$ cat src/eg_params.svh
`ifndef EG_PARAMS_SVH
`define EG_PARAMS_SVH

////////////////////////////////////////////////////////////////////////////
// envelope generator constants
////////////////////////////////////////////////////////////////////////////

// operator slots served per round
`define EG_SLOTS 24

// attenuation level, 1 lsb is about 0.09 dB
`define EG_W 10
`define EG_MAX 10'h3FF // silence

// global envelope counter
`define EG_CNT_W 15
`define EG_CNT_DIV 3 // rounds per counter step

// effective rate after key scaling
`define EG_RATE_W 6

`endif

$ cat src/eg_pkg.sv
`default_nettype none

`include "eg_params.svh"

package eg_pkg;

	typedef enum logic [1:0] {
		ph_attack  = 2'd0,
		ph_decay1  = 2'd1,
		ph_decay2  = 2'd2,
		ph_release = 2'd3
	} eg_phase_e;

	// one slot's register settings, all valid in the same cycle
	typedef struct packed {
		logic [4:0] arate;   // attack rate
		logic [4:0] rate1;   // first decay rate
		logic [4:0] rate2;   // second decay rate
		logic [3:0] rrate;   // release rate
		logic [3:0] d1l;     // sustain level
		logic [1:0] ks;      // key scale
		logic [4:0] keycode;
		logic [6:0] tl;      // total level
		logic       keyon;
		logic [7:0] spare;   // reserved, kept zero
	} eg_cfg_t;

	// slot travelling from phase stage to level stage
	typedef struct packed {
		eg_phase_e           phase;
		logic [`EG_W-1:0]    level;
		logic [4:0]          base_rate;
		logic                ar_off;  // instant attack
		logic [1:0]          ks;
		logic [4:0]          keycode;
		logic [6:0]          tl;
	} eg_slot_t;

	typedef struct packed {
		eg_slot_t               slot;
		logic [`EG_RATE_W-1:0]  rate;
		logic                   step;
		logic                   sum_up; // counter bit toggled since last round
	} eg_step_t;

	// phase and level sent back around the slot loop
	typedef struct packed {
		eg_phase_e           phase;
		logic [`EG_W-1:0]    level;
	} eg_rec_t;

	// idle slot left in the pipeline by reset
	parameter eg_slot_t SLOT_IDLE = '{
		phase: ph_release, level: `EG_MAX, base_rate: 5'd0, ar_off: 1'b0,
		ks: 2'd0, keycode: 5'd0, tl: 7'd0
	};

endpackage

`default_nettype wire

$ cat src/eg_counter.sv
`timescale 1ns/1ps
`default_nettype none

`include "eg_params.svh"

// global envelope counter
// one step every EG_CNT_DIV rounds of all slots
module eg_counter (
	input  logic                 clk,
	input  logic                 rst,
	input  logic                 clk_en,
	input  logic                 zero,   // slot 0 marker
	output logic [`EG_CNT_W-1:0] eg_cnt
);

	localparam int BASE_W = $clog2(`EG_CNT_DIV);

	logic [BASE_W-1:0] base_cnt; // rounds since last step

	always_ff @(posedge clk) begin
		if (rst) begin
			base_cnt <= '0;
			eg_cnt   <= '0;
		end else if (clk_en && zero) begin
			if (base_cnt == BASE_W'(`EG_CNT_DIV - 1)) begin
				base_cnt <= '0;
				eg_cnt   <= eg_cnt + 1'b1; // free running, wraps
			end else begin
				base_cnt <= base_cnt + 1'b1;
			end
		end
	end

endmodule

`default_nettype wire

$ cat src/eg_level.sv
`timescale 1ns/1ps
`default_nettype none

`include "eg_params.svh"

// level update, then total level add
module eg_level import eg_pkg::*; (
	input  logic             clk,
	input  logic             rst,
	input  logic             clk_en,
	input  eg_step_t         step_in,
	output eg_phase_e        next_phase,
	output logic [`EG_W-1:0] next_level,
	output logic [`EG_W-1:0] eg_out
);

	eg_slot_t         s;
	logic [5:0]       rate;
	logic [8:0]       ar_base;
	logic [`EG_W-1:0] ar_sum;
	logic [`EG_W-1:0] ar_lvl;
	logic [3:0]       inc;
	logic [`EG_W:0]   dec_sum;
	logic [`EG_W-1:0] lvl;
	logic [`EG_W-1:0] lvl_q;
	eg_phase_e        phase_q;
	logic [6:0]       tl_q;
	logic [`EG_W:0]   tl_sum;

	assign s    = step_in.slot;
	assign rate = step_in.rate;

	////////////////////////////////////////////////////////////////////////////
	// stage one, attack is exponential, decay linear

	always_comb begin
		case (rate[5:2])
			4'b1101:          ar_base = {2'b00, s.level[`EG_W-1:3]} + 9'd1;
			4'b1110, 4'b1111: ar_base = {1'b0, s.level[`EG_W-1:2]} + 9'd1;
			default:          ar_base = {3'b000, s.level[`EG_W-1:4]} + 9'd1;
		endcase
		if (rate[5:4] == 2'b11)
			ar_sum = step_in.step ? {ar_base, 1'b0} : {1'b0, ar_base}; // double at top
		else
			ar_sum = step_in.step ? {1'b0, ar_base} : '0;
		ar_lvl = (ar_sum < s.level) ? s.level - ar_sum : '0; // floor at 0
	end

	// decay increment, 1 to 8 per step
	always_comb begin
		case (rate[5:2])
			4'b1100: inc = {2'b00, step_in.step, ~step_in.step};
			4'b1101: inc = {1'b0, step_in.step, ~step_in.step, 1'b0};
			4'b1110: inc = {step_in.step, ~step_in.step, 2'b00};
			4'b1111: inc = 4'd8;
			default: inc = {2'b00, step_in.step, 1'b0};
		endcase
		dec_sum = {1'b0, s.level} + {7'd0, inc};
	end

	always_comb begin
		if (s.ar_off)
			lvl = '0;
		else if (s.phase == ph_attack) begin
			if (step_in.sum_up && s.level != '0)
				lvl = (rate[5:1] == 5'h1f) ? '0 : ar_lvl; // 62,63 go straight to 0
			else
				lvl = s.level;
		end else if (step_in.sum_up)
			lvl = dec_sum[`EG_W] ? `EG_MAX : dec_sum[`EG_W-1:0];
		else
			lvl = s.level;
	end

	always_ff @(posedge clk) begin
		if (rst) begin
			lvl_q   <= `EG_MAX;
			phase_q <= ph_release;
			tl_q    <= '0;
		end else if (clk_en) begin
			lvl_q   <= lvl;
			phase_q <= s.phase;
			tl_q    <= s.tl;
		end
	end

	////////////////////////////////////////////////////////////////////////////
	// stage two, add tl and clamp

	assign tl_sum = {1'b0, lvl_q} + {1'b0, tl_q, 3'b000}; // tl lsb is 8 level lsb

	always_ff @(posedge clk) begin
		if (rst) begin
			eg_out     <= `EG_MAX;
			next_level <= `EG_MAX;
			next_phase <= ph_release;
		end else if (clk_en) begin
			eg_out     <= tl_sum[`EG_W] ? `EG_MAX : tl_sum[`EG_W-1:0];
			next_level <= lvl_q;   // tl stays out of the loop
			next_phase <= phase_q;
		end
	end

endmodule

`default_nettype wire

$ cat src/eg_phase.sv
`timescale 1ns/1ps
`default_nettype none

`include "eg_params.svh"

// key edge detection and phase FSM
// also picks the base rate for the chosen phase
module eg_phase import eg_pkg::*; (
	input  logic             clk,
	input  logic             rst,
	input  logic             clk_en,
	input  eg_cfg_t          cfg,
	input  logic             keyon_last,  // same slot one round ago
	input  eg_phase_e        prev_phase,
	input  logic [`EG_W-1:0] prev_level,
	output eg_slot_t         slot
);

	logic     keyon_now;
	logic     keyoff_now;
	logic [4:0] sus_lvl;
	eg_slot_t nxt;

	assign keyon_now  = cfg.keyon & ~keyon_last;
	assign keyoff_now = ~cfg.keyon & keyon_last;

	// sustain threshold vs top five level bits
	assign sus_lvl = (cfg.d1l == 4'd15) ? 5'd31 : {1'b0, cfg.d1l}; // 15 means bottom

	always_comb begin
		nxt.phase     = prev_phase;
		nxt.level     = prev_level;
		nxt.base_rate = cfg.rate2;
		nxt.ar_off    = 1'b0;
		nxt.ks        = cfg.ks;
		nxt.keycode   = cfg.keycode;
		nxt.tl        = cfg.tl;
		if (keyoff_now) begin
			nxt.phase     = ph_release;
			nxt.base_rate = {cfg.rrate, 1'b1}; // 4-bit rate scaled up
		end else if (keyon_now) begin
			nxt.phase     = ph_attack;
			nxt.base_rate = cfg.arate;
			nxt.ar_off    = (cfg.arate == 5'd31); // jump straight to 0
		end else begin
			case (prev_phase)
				ph_attack: begin
					if (prev_level == '0) begin
						nxt.phase     = ph_decay1;
						nxt.base_rate = cfg.rate1;
					end else begin
						nxt.base_rate = cfg.arate;
					end
				end
				ph_decay1: begin
					if (prev_level[`EG_W-1:`EG_W-5] >= sus_lvl) begin
						nxt.phase     = ph_decay2;
						nxt.base_rate = cfg.rate2;
					end else begin
						nxt.base_rate = cfg.rate1;
					end
				end
				ph_decay2:  nxt.base_rate = cfg.rate2;
				ph_release: nxt.base_rate = {cfg.rrate, 1'b1};
				default:    nxt.base_rate = cfg.rate2;
			endcase
		end
	end

	always_ff @(posedge clk) begin
		if (rst)
			slot <= SLOT_IDLE;
		else if (clk_en)
			slot <= nxt;
	end

endmodule

`default_nettype wire

$ cat src/eg_rate.sv
`timescale 1ns/1ps
`default_nettype none

`include "eg_params.svh"

// key scaled rate, counter window and step pattern
module eg_rate import eg_pkg::*; (
	input  logic                 clk,
	input  logic                 rst,
	input  logic                 clk_en,
	input  eg_slot_t             slot,
	input  logic [`EG_CNT_W-1:0] eg_cnt,
	input  logic                 cnt_last,  // window lsb one round ago
	output eg_step_t             step_out,
	output logic                 cnt_bit
);

	logic [4:0]            ks_add;
	logic [`EG_RATE_W:0]   pre_rate;  // one extra bit for overflow
	logic [`EG_RATE_W-1:0] eff_rate;
	eg_slot_t              slot_q;
	logic [`EG_RATE_W-1:0] rate_q;
	logic                  attack;
	logic [3:0]            shamt;
	logic [2:0]            cnt_win;
	logic [7:0]            pattern;
	logic                  step;

	////////////////////////////////////////////////////////////////////////////
	// stage one, key scaling

	assign ks_add   = slot.keycode >> (2'd3 - slot.ks); // ks 3 adds the full keycode
	assign pre_rate = (slot.base_rate == 5'd0) ? '0 :
		{1'b0, slot.base_rate, 1'b0} + {2'b00, ks_add};
	assign eff_rate = pre_rate[`EG_RATE_W] ? '1 : pre_rate[`EG_RATE_W-1:0]; // cap at 63

	always_ff @(posedge clk) begin
		if (rst) begin
			slot_q <= SLOT_IDLE;
			rate_q <= '0;
		end else if (clk_en) begin
			slot_q <= slot;
			rate_q <= eff_rate;
		end
	end

	////////////////////////////////////////////////////////////////////////////
	// stage two, counter window and pattern lookup

	assign attack = (slot_q.phase == ph_attack);

	// faster rates look at lower counter bits, attack one bit lower still
	always_comb begin
		if (attack)
			shamt = (rate_q[5:2] >= 4'd11) ? 4'd0 : 4'd11 - rate_q[5:2];
		else
			shamt = (rate_q[5:2] >= 4'd12) ? 4'd0 : 4'd12 - rate_q[5:2];
		cnt_win = 3'(eg_cnt >> shamt);
	end

	always_comb begin
		if (rate_q[5:4] == 2'b11) begin
			if (rate_q[5:2] == 4'hf && attack)
				pattern = 8'b11111111; // fastest attack
			else
				case (rate_q[1:0])
					2'd0: pattern = 8'b00000000;
					2'd1: pattern = 8'b10001000;
					2'd2: pattern = 8'b10101010;
					default: pattern = 8'b11101110;
				endcase
		end else if (rate_q[5:2] == 4'd0 && !attack) begin
			pattern = 8'b11111110; // slowest decay floor
		end else begin
			case (rate_q[1:0])
				2'd0: pattern = 8'b10101010;
				2'd1: pattern = 8'b11101010;
				2'd2: pattern = 8'b11101110;
				default: pattern = 8'b11111110;
			endcase
		end
	end

	assign step    = (rate_q[5:1] == 5'd0) ? 1'b0 : pattern[cnt_win]; // rates 0,1 hold
	assign cnt_bit = cnt_win[0];

	always_ff @(posedge clk) begin
		if (rst) begin
			step_out <= '{slot: SLOT_IDLE, rate: '0, step: 1'b0, sum_up: 1'b0};
		end else if (clk_en) begin
			step_out.slot   <= slot_q;
			step_out.rate   <= rate_q;
			step_out.step   <= step;
			step_out.sum_up <= cnt_win[0] != cnt_last;
		end
	end

endmodule

`default_nettype wire

$ cat src/eg_top.sv
`timescale 1ns/1ps
`default_nettype none

`include "eg_params.svh"

// envelope generator, 24 slots in time multiplex
module eg_top import eg_pkg::*; (
	input  logic             clk,
	input  logic             rst,
	input  logic             clk_en,
	input  logic             zero,
	input  eg_cfg_t          cfg,
	output logic [`EG_W-1:0] eg_out
);

	localparam int STAGES    = 5; // phase 1, rate 2, level 2
	localparam int REC_DEPTH = `EG_SLOTS - STAGES;
	localparam eg_rec_t REC_IDLE = '{phase: ph_release, level: `EG_MAX};

	logic [`EG_CNT_W-1:0] eg_cnt;
	logic                 keyon_last;
	logic                 cnt_bit;
	logic                 cnt_last;
	eg_slot_t             slot;
	eg_step_t             step;
	eg_phase_e            next_phase;
	logic [`EG_W-1:0]     next_level;
	eg_rec_t              rec_in;
	eg_rec_t              rec_out;

	assign rec_in.phase = next_phase;
	assign rec_in.level = next_level;

	eg_counter eg_counter_i (
		.clk, .rst, .clk_en, .zero,
		.eg_cnt
	);

	eg_phase eg_phase_i (
		.clk, .rst, .clk_en, .cfg,
		.keyon_last,
		.prev_phase (rec_out.phase),
		.prev_level (rec_out.level),
		.slot
	);

	eg_rate eg_rate_i (
		.clk, .rst, .clk_en, .slot, .eg_cnt, .cnt_last,
		.step_out (step),
		.cnt_bit
	);

	eg_level eg_level_i (
		.clk, .rst, .clk_en,
		.step_in (step),
		.next_phase, .next_level, .eg_out
	);

	////////////////////////////////////////////////////////////////////////////
	// per slot memory, back to the same slot one round later

	slot_delay #(.depth(REC_DEPTH), .payload_t(eg_rec_t), .RST_VAL(REC_IDLE)) rec_dly_i (
		.clk, .rst, .clk_en, .din(rec_in), .dout(rec_out)
	);

	slot_delay #(.depth(`EG_SLOTS), .payload_t(logic), .RST_VAL(1'b0)) keyon_dly_i (
		.clk, .rst, .clk_en, .din(cfg.keyon), .dout(keyon_last)
	);

	slot_delay #(.depth(`EG_SLOTS), .payload_t(logic), .RST_VAL(1'b0)) cnt_dly_i (
		.clk, .rst, .clk_en, .din(cnt_bit), .dout(cnt_last)
	);

endmodule

`default_nettype wire

$ cat src/slot_delay.sv
`timescale 1ns/1ps
`default_nettype none

// recirculating shift register, one tap per enabled cycle
module slot_delay #(
	parameter int depth = 24,
	parameter type payload_t = logic,
	parameter payload_t RST_VAL = '0
) (
	input  logic     clk,
	input  logic     rst,
	input  logic     clk_en,
	input  payload_t din,
	output payload_t dout
);

	payload_t taps [depth];

	always_ff @(posedge clk) begin
		if (rst) begin
			for (int i = 0; i < depth; i++) taps[i] <= RST_VAL;
		end else if (clk_en) begin
			taps[0] <= din;
			for (int i = 1; i < depth; i++) taps[i] <= taps[i-1]; // shift along
		end
	end

	assign dout = taps[depth-1]; // oldest entry

endmodule

`default_nettype wire

$ cat config.mk
export PLATFORM = sky130hd
export DESIGN_NAME = eg_top
export DESIGN_NICKNAME = d
export VERILOG_FILES = /design/src/eg_pkg.sv /design/src/eg_counter.sv /design/src/eg_level.sv /design/src/eg_phase.sv /design/src/eg_rate.sv /design/src/eg_top.sv /design/src/slot_delay.sv
export VERILOG_INCLUDE_DIRS = /design/src /design/src/src
export SDC_FILE = /design/constraint.sdc
export NUM_CORES = 1
export LEC_CHECK = 0
export BUFFER_PORTS_ARGS = -buffer_cell sky130_fd_sc_hd__buf_4
export CAP_MARGIN = 20
export CORE_MARGIN = 2
export CORE_UTILIZATION = 35
export CTS_CLUSTER_SIZE = 16
export DETAILED_ROUTE_END_ITERATION = 10
export HOLD_SLACK_MARGIN = 0.03
export SETUP_SLACK_MARGIN = 0.3
export SYNTH_ARGS = -nofsm -noshare
export SYNTH_HDL_FRONTEND = slang
export SYNTH_HIERARCHICAL = 1
export SYNTH_SLANG_ARGS = --single-unit
$ cat constraint.sdc
create_clock -name clk -period 9 [get_ports clk]
set_clock_uncertainty 0.15 [all_clocks]
set_input_delay 1.8 -clock clk [delete_from_list [all_inputs] [get_ports clk]]
set_output_delay 1.8 -clock clk [all_outputs]
set_load 0.05 [all_outputs]
==> results.yml, run 1 <==
timing:
  final.period_utilization_pct: 54.4
  tns_ns: 0
  period_minus_slack_ns: 4.89
  tightest_slew_ns: 1.01
  max_freq_mhz: 204
  setup_viol: 0
  hold_viol_final: 0
  drv_slew: 0
  grt_setup_unrepaired: "no"
  slew-limit-headroom_pct: 32.5
cells_and_area:
  fin_nets: 1742
  area_delta_synth_final_pct: 10.6
  finalNonFillerCells: 2438
  fill_cells: 5414
  n_antenna_cell: 0
  final_common_cell: "edfxtp_1"
  drive_above_1_share_pct: 11.7
  final_cell_mix: "edfxtp_1, or3b_1, dfxtp_1"
placement:
  hpwl_um: 23500
  post-place-cells: 2357
  gp_congestion: 0.829
  io_buffers: 51
worst_setup_path:
  start_kind: "flop"
  worst_r2r_path_depth: 14
  crit_required_ns: 9.31
  r2r_slack_ns: 4.11
  path_depth: 14
  cpLargestDelayFamily: "simple AND/OR/NAND/NOR gates"
  endpoint: "eg_level_i/lvl_q[3]"
  end_kind: "flop"
  cp-startpoint: "eg_rate_i/step_out[32]"
  path_cells: "ha_1, nand3_1, nor2_1, nand3_1, o21ai_0, and3_1, a41oi_1, ha_1, nand4_1, nor2_1, a221oi_1, nor4_2, a221oi_1, o31ai_1"
  rr_endpoint: "eg_level_i/lvl_q[3]"
  cp_slowest_cell: "dfxtp_1"
  r2r-start: "eg_rate_i/step_out[32]"
  cp.arrival_ns: 5.20
  slowest_delay_ns: 0.77
  crit_buf_inv: 0
  cp_max_fo: 14
  critPathKind: "reg -> reg"
power_and_ir_drop:
  switching_share_pct: 23.4
  p_seq_share_pct: 49.4
  vdd_drop_max_uv: 141
  p_leak_nw: 7.29
  power.internal_mw: 3.33
  switching_power_mw: 1.02
  comb_power_share_pct: 8.2
  p_clk_share_pct: 42.4
  powerDensity_nw_per_um2: 196
global_route:
  antenna_found_initial: 1
  grt_usage_pct: 13.2
  grt_pass1_wl_um: 65300
  overflow: 0
  grt_pass1_vias: 12153
  grt_max_degree: 137
hold_path:
  hold_path.class: "reg -> reg"
  holdCritStartpoint: "eg_rate_i/slot_q[23]"
clock_network:
  clock_sinks: 419
  clk_pin_slew_worst_paths_ns: 0.07
  cts_setup_buffers: 0
  cts-root-buf: "clkbuf_16"
  insertion_delay_ns: 0.56
  cts_tree: "done"
  cts_buffers: 46
  clk_path_buf_depth: 3
  htreeDepth: 2
  holdBufCountCts: 0
  cts-resized-gates: 0
floorplanning:
  die_area_sq_um: 59300
  num_rows: 87
  fp.dieH_um: 243
  dieWidth_um: 243
  start_util_pct: 35.5
  core-area_sq_um: 56500
  io_pins: 60
drt:
  vias: 12537
  routed_wirelength_um: 39400
  detail-route-antenna-nets: 0
  routed_via_density: 5.14
  route.detailed.drc: 0
  routedWlPerCell_um: 16.2
  drtIter0Drc: 854
  dr.pass1.iters: 5
flow_run:
  maxCapViolCount: 0
synth:
  synth_nets: 1774
  netlist_instances: 1681
  ys_warn_count: 6
  avgSynthCellArea_sq_um: 11.9
  netlist_area_sq_um: 20100
status:
  status: "completed"
metal layers:
layer | part of all wire [%] | GRT usage, % | wire length (um) | vias to the layer above
met5 | 0.025 | 0 | 10 | -
met4 | 1.6 | 3.74 | 644 | 2
met3 | 5.0 | 2.75 | 1990 | 53
met2 | 42 | 19.1 | 16500 | 240
met1 | 51 | 19.8 | 20300 | 6085
li1 | - | - | - | 6157
how the worst min path moves through the flow:
stage,end,slack [ns],cells after the start
floorplan,eg_rate_i/slot_q[20],0.28,1
global placement,eg_rate_i/step_out[31],0.29,1
detailed placement,eg_rate_i/slot_q[20],0.30,1
CTS,eg_rate_i/step_out[31],0.31,1
global route,eg_rate_i/slot_q[25],0.33,1
finish,eg_rate_i/step_out[31],0.30,1
registers in the layout (all words and copies together) (netlist names), 10 cells and up:
| signal | flops |
|---|---|
| eg_level_i/eg_out | 10 |
| cnt_dly_i/taps | 24 |
| eg_rate_i/slot_q | 20 |
| eg_phase_i/slot | 32 |
| eg_rate_i/step_out | 27 |
| rec_dly_i/taps | 228 |
| eg_counter_i/eg_cnt | 15 |
| eg_level_i/next_level | 10 |
| eg_level_i/lvl_q | 10 |
| keyon_dly_i/taps | 24 |
power by group through the flow:
| stage | Combinational [mW] | Clock (mW) | Sequential [mW] |
|---|---|---|---|
| 6_report | 0.358 | 1.84 | 2.15 |
| 5_1_grt | 0.400 | 1.97 | 2.15 |
| 4_1_cts | 0.360 | 1.90 | 2.15 |
| 3_5_place_dp | 0.357 | 0 | 2.19 |
| 3_3_place_gp | 0.352 | 0 | 2.18 |
| 2_1_floorplan | 0.289 | 0 | 2.17 |
through the flow:
stage	utilization [%]	power, mW	hold WS, ns	setup WS (ns)	cell area, sq um
3_3_place_gp	36.7	2.54	0.293	4.24	20700
4_1_cts	39.3	4.40	0.310	4.17	22200
3_5_place_dp	36.7	2.54	0.296	4.21	20700
5_1_grt	39.3	4.53	0.327	3.64	22200
6_report	39.3	4.34	0.303	4.11	22200
2_1_floorplan	-	2.46	0.277	3.35	20100
layout make-up:
type	count	area, sq um	area share (%)
inverters	34	128	0.575
well taps	756	946	4.26
clock buffers	63	1290	5.80
repair buffers	61	473	2.13
flip-flops and latches	419	11200	50.2
clock inverters	18	191	0.863
multi-input cells	1087	8020	36.1
No activity file was read; power rests on OpenSTA's default activity.
==> run 2: changes to the inputs <==
ABC_AREA = 1   (was unset)
clock period = 4.8 ns   (was 9 ns; I/O delays follow)
==> results.yml, run 2 <==
power_and_ir_drop:
  powerDensity_nw_per_um2: 375
  switching_power_mw: 2.10
  power.internal_mw: 6.45
  p_seq_share_pct: 47.0
  p_leak_nw: 10.1
  p_clk_share_pct: 43.3
  comb_power_share_pct: 9.6
  switching_share_pct: 24.6
  vdd_drop_max_uv: 287
timing:
  max_freq_mhz: 287
  final.period_utilization_pct: 72.6
  tightest_slew_ns: 0.902
  layout_setup_ws_ns: 1.32
  slew-limit-headroom_pct: 39.8
  grt_setup_unrepaired: "no"
  hold_viol_final: 0
  drv_slew: 0
  setup_viol: 0
  tns_ns: 0
  period_minus_slack_ns: 3.48
clock_network:
  cts-root-buf: "clkbuf_16"
  cts_tree: "done"
  clk_path_buf_depth: 3
  htreeDepth: 2
  cts_setup_buffers: 0
  clock_sinks: 419
  cts-resized-gates: 0
  insertion_delay_ns: 0.59
  clk_pin_slew_worst_paths_ns: 0.06
  holdBufCountCts: 0
  cts_buffers: 47
worst_setup_path:
  end_kind: "flop"
  crit_required_ns: 5.10
  start_kind: "flop"
  r2r_slack_ns: 1.32
  cp.arrival_ns: 3.79
  rr_endpoint: "eg_level_i/lvl_q[9]"
  critPathKind: "reg -> reg"
  cp_max_fo: 8
  r2r-start: "eg_rate_i/step_out[32]"
  worst_r2r_path_depth: 21
flow_run:
  maxCapViolCount: 0
placement:
  place_ws_ns: 1.35
  hpwl_um: 27100
  gp_congestion: 0.867
  io_buffers: 51
  dpl_cell_area_sq_um: 21100
cells_and_area:
  final_common_cell: "inv_1"
  final_cell_mix: "inv_1, nand3_1, nand2_1"
  fin_nets: 2373
  regMostFlops: "rec_dly_i/taps"
  reg.largest.list: "rec_dly_i/taps: 228 flops, eg_phase_i/slot: 32 flops, eg_rate_i/step_out: 27 flops"
  finish.instance_area_sq_um: 22800
  drive_above_1_share_pct: 11.6
  area_delta_synth_final_pct: 12.4
  largest_reg_flops: 228
  n_antenna_cell: 0
floorplanning:
  start_util_pct: 35.2
  fp.dieH_um: 245
  num_rows: 88
  core-area_sq_um: 57500
  io_pins: 60
  dieWidth_um: 245
  die_area_sq_um: 59800
drt:
  detail-route-antenna-nets: 0
  route.detailed.drc: 0
  routedWlPerCell_um: 13.7
  routed_wirelength_um: 42100
  dr.pass1.iters: 7
  routed_via_density: 4.70
  vias: 14488
  drtIter0Drc: 1155
global_route:
  grt_usage_pct: 14.2
  grt_pass1_wl_um: 70400
  overflow: 0
  antenna_found_initial: 0
  grt_max_degree: 157
  grt_pass1_vias: 13986
hold_path:
  holdCritStartpoint: "eg_phase_i/slot[25]"
  hold_end: "eg_rate_i/slot_q[25]"
  holdPathStages: 2
  hold_path.class: "reg -> reg"
synth:
  netlist_instances: 2283
  synth_nets: 2376
  netlist_area_sq_um: 20300
  avgSynthCellArea_sq_um: 8.87
  ys_warn_count: 6
status:
  status: "completed"
==> run 2: how the worst max path moves through the flow <==
stage,startpoint,endpoint
after floorplan,clk_en,rec_dly_i/taps[0][0]
after global placement,eg_rate_i/step_out[32],eg_level_i/lvl_q[9]
after detailed placement,eg_rate_i/step_out[32],eg_level_i/lvl_q[9]
after CTS,eg_rate_i/step_out[32],eg_level_i/lvl_q[9]
after global routing,eg_rate_i/step_out[32],eg_level_i/lvl_q[9]
final,eg_rate_i/step_out[32],eg_level_i/lvl_q[9]
==> run 2: area by class of cell <==
| class | instances | area [sq um] |
|---|---|---|
| fillers | 5666 | 34700 |
| well taps | 765 | 957 |
| multi-input cells | 1314 | 6800 |
| inverters | 430 | 1630 |
| flip-flops and latches | 419 | 11200 |
| clock buffers | 60 | 1260 |
| repair buffers | 68 | 613 |
| clock inverters | 28 | 360 |
==> run 2: power by group through the flow <==
stage               clock network (mW)  logic, mW  registers (mW)
global route                      3.96      0.934            4.03
global placement                     0      0.811            4.09
finish                            3.71      0.822            4.02
detailed placement                   0      0.820            4.10
CTS                               3.81      0.824            4.02
floorplan                            0      0.601            4.10
==> run 2: per-stage QoR <==
stage | std cells | hold slack, ns | utilization, % | total power [mW]
after floorplan | 2283 | 0.279 | - | 4.70
after global placement | 2995 | 0.290 | 36.7 | 4.90
after detailed placement | 2995 | 0.294 | 36.7 | 4.92
after CTS | 3083 | 0.294 | 39.6 | 8.65
after global routing | 3084 | 0.320 | 39.6 | 8.93
final | 3084 | 0.300 | 39.6 | 8.55
==> run 2: per-layer routing <==
| metal | up-vias | share of wire (%) | routed length (um) | track usage [%] |
|---|---|---|---|---|
| met5 | - | 0 | 0 | 0 |
| met4 | 0 | 2.1 | 866 | 4.05 |
| met3 | 71 | 4.2 | 1780 | 2.57 |
| met2 | 268 | 46 | 19500 | 23.5 |
| met1 | 6770 | 47 | 20000 | 18.9 |
| li1 | 7379 | - | - | - |
==> run 2: critical path, stage by stage (launching register included) <==
cell	delay, ns
dfxtp_1	0.55
ha_1	0.40
inv_1	0.14
nor2_2	0.18
inv_2	0.08
o21ai_2	0.10
nand3_1	0.08
nand3_1	0.09
nand2_1	0.07
o22ai_1	0.11
inv_1	0.06
ha_1	0.33
a21oi_1	0.32
nand2_1	0.09
nand2_1	0.08
nand2_1	0.06
nor2_2	0.15
nor2_4	0.06
nand3_1	0.07
nand2_1	0.05
nand2_1	0.08
nand2_1	0.06
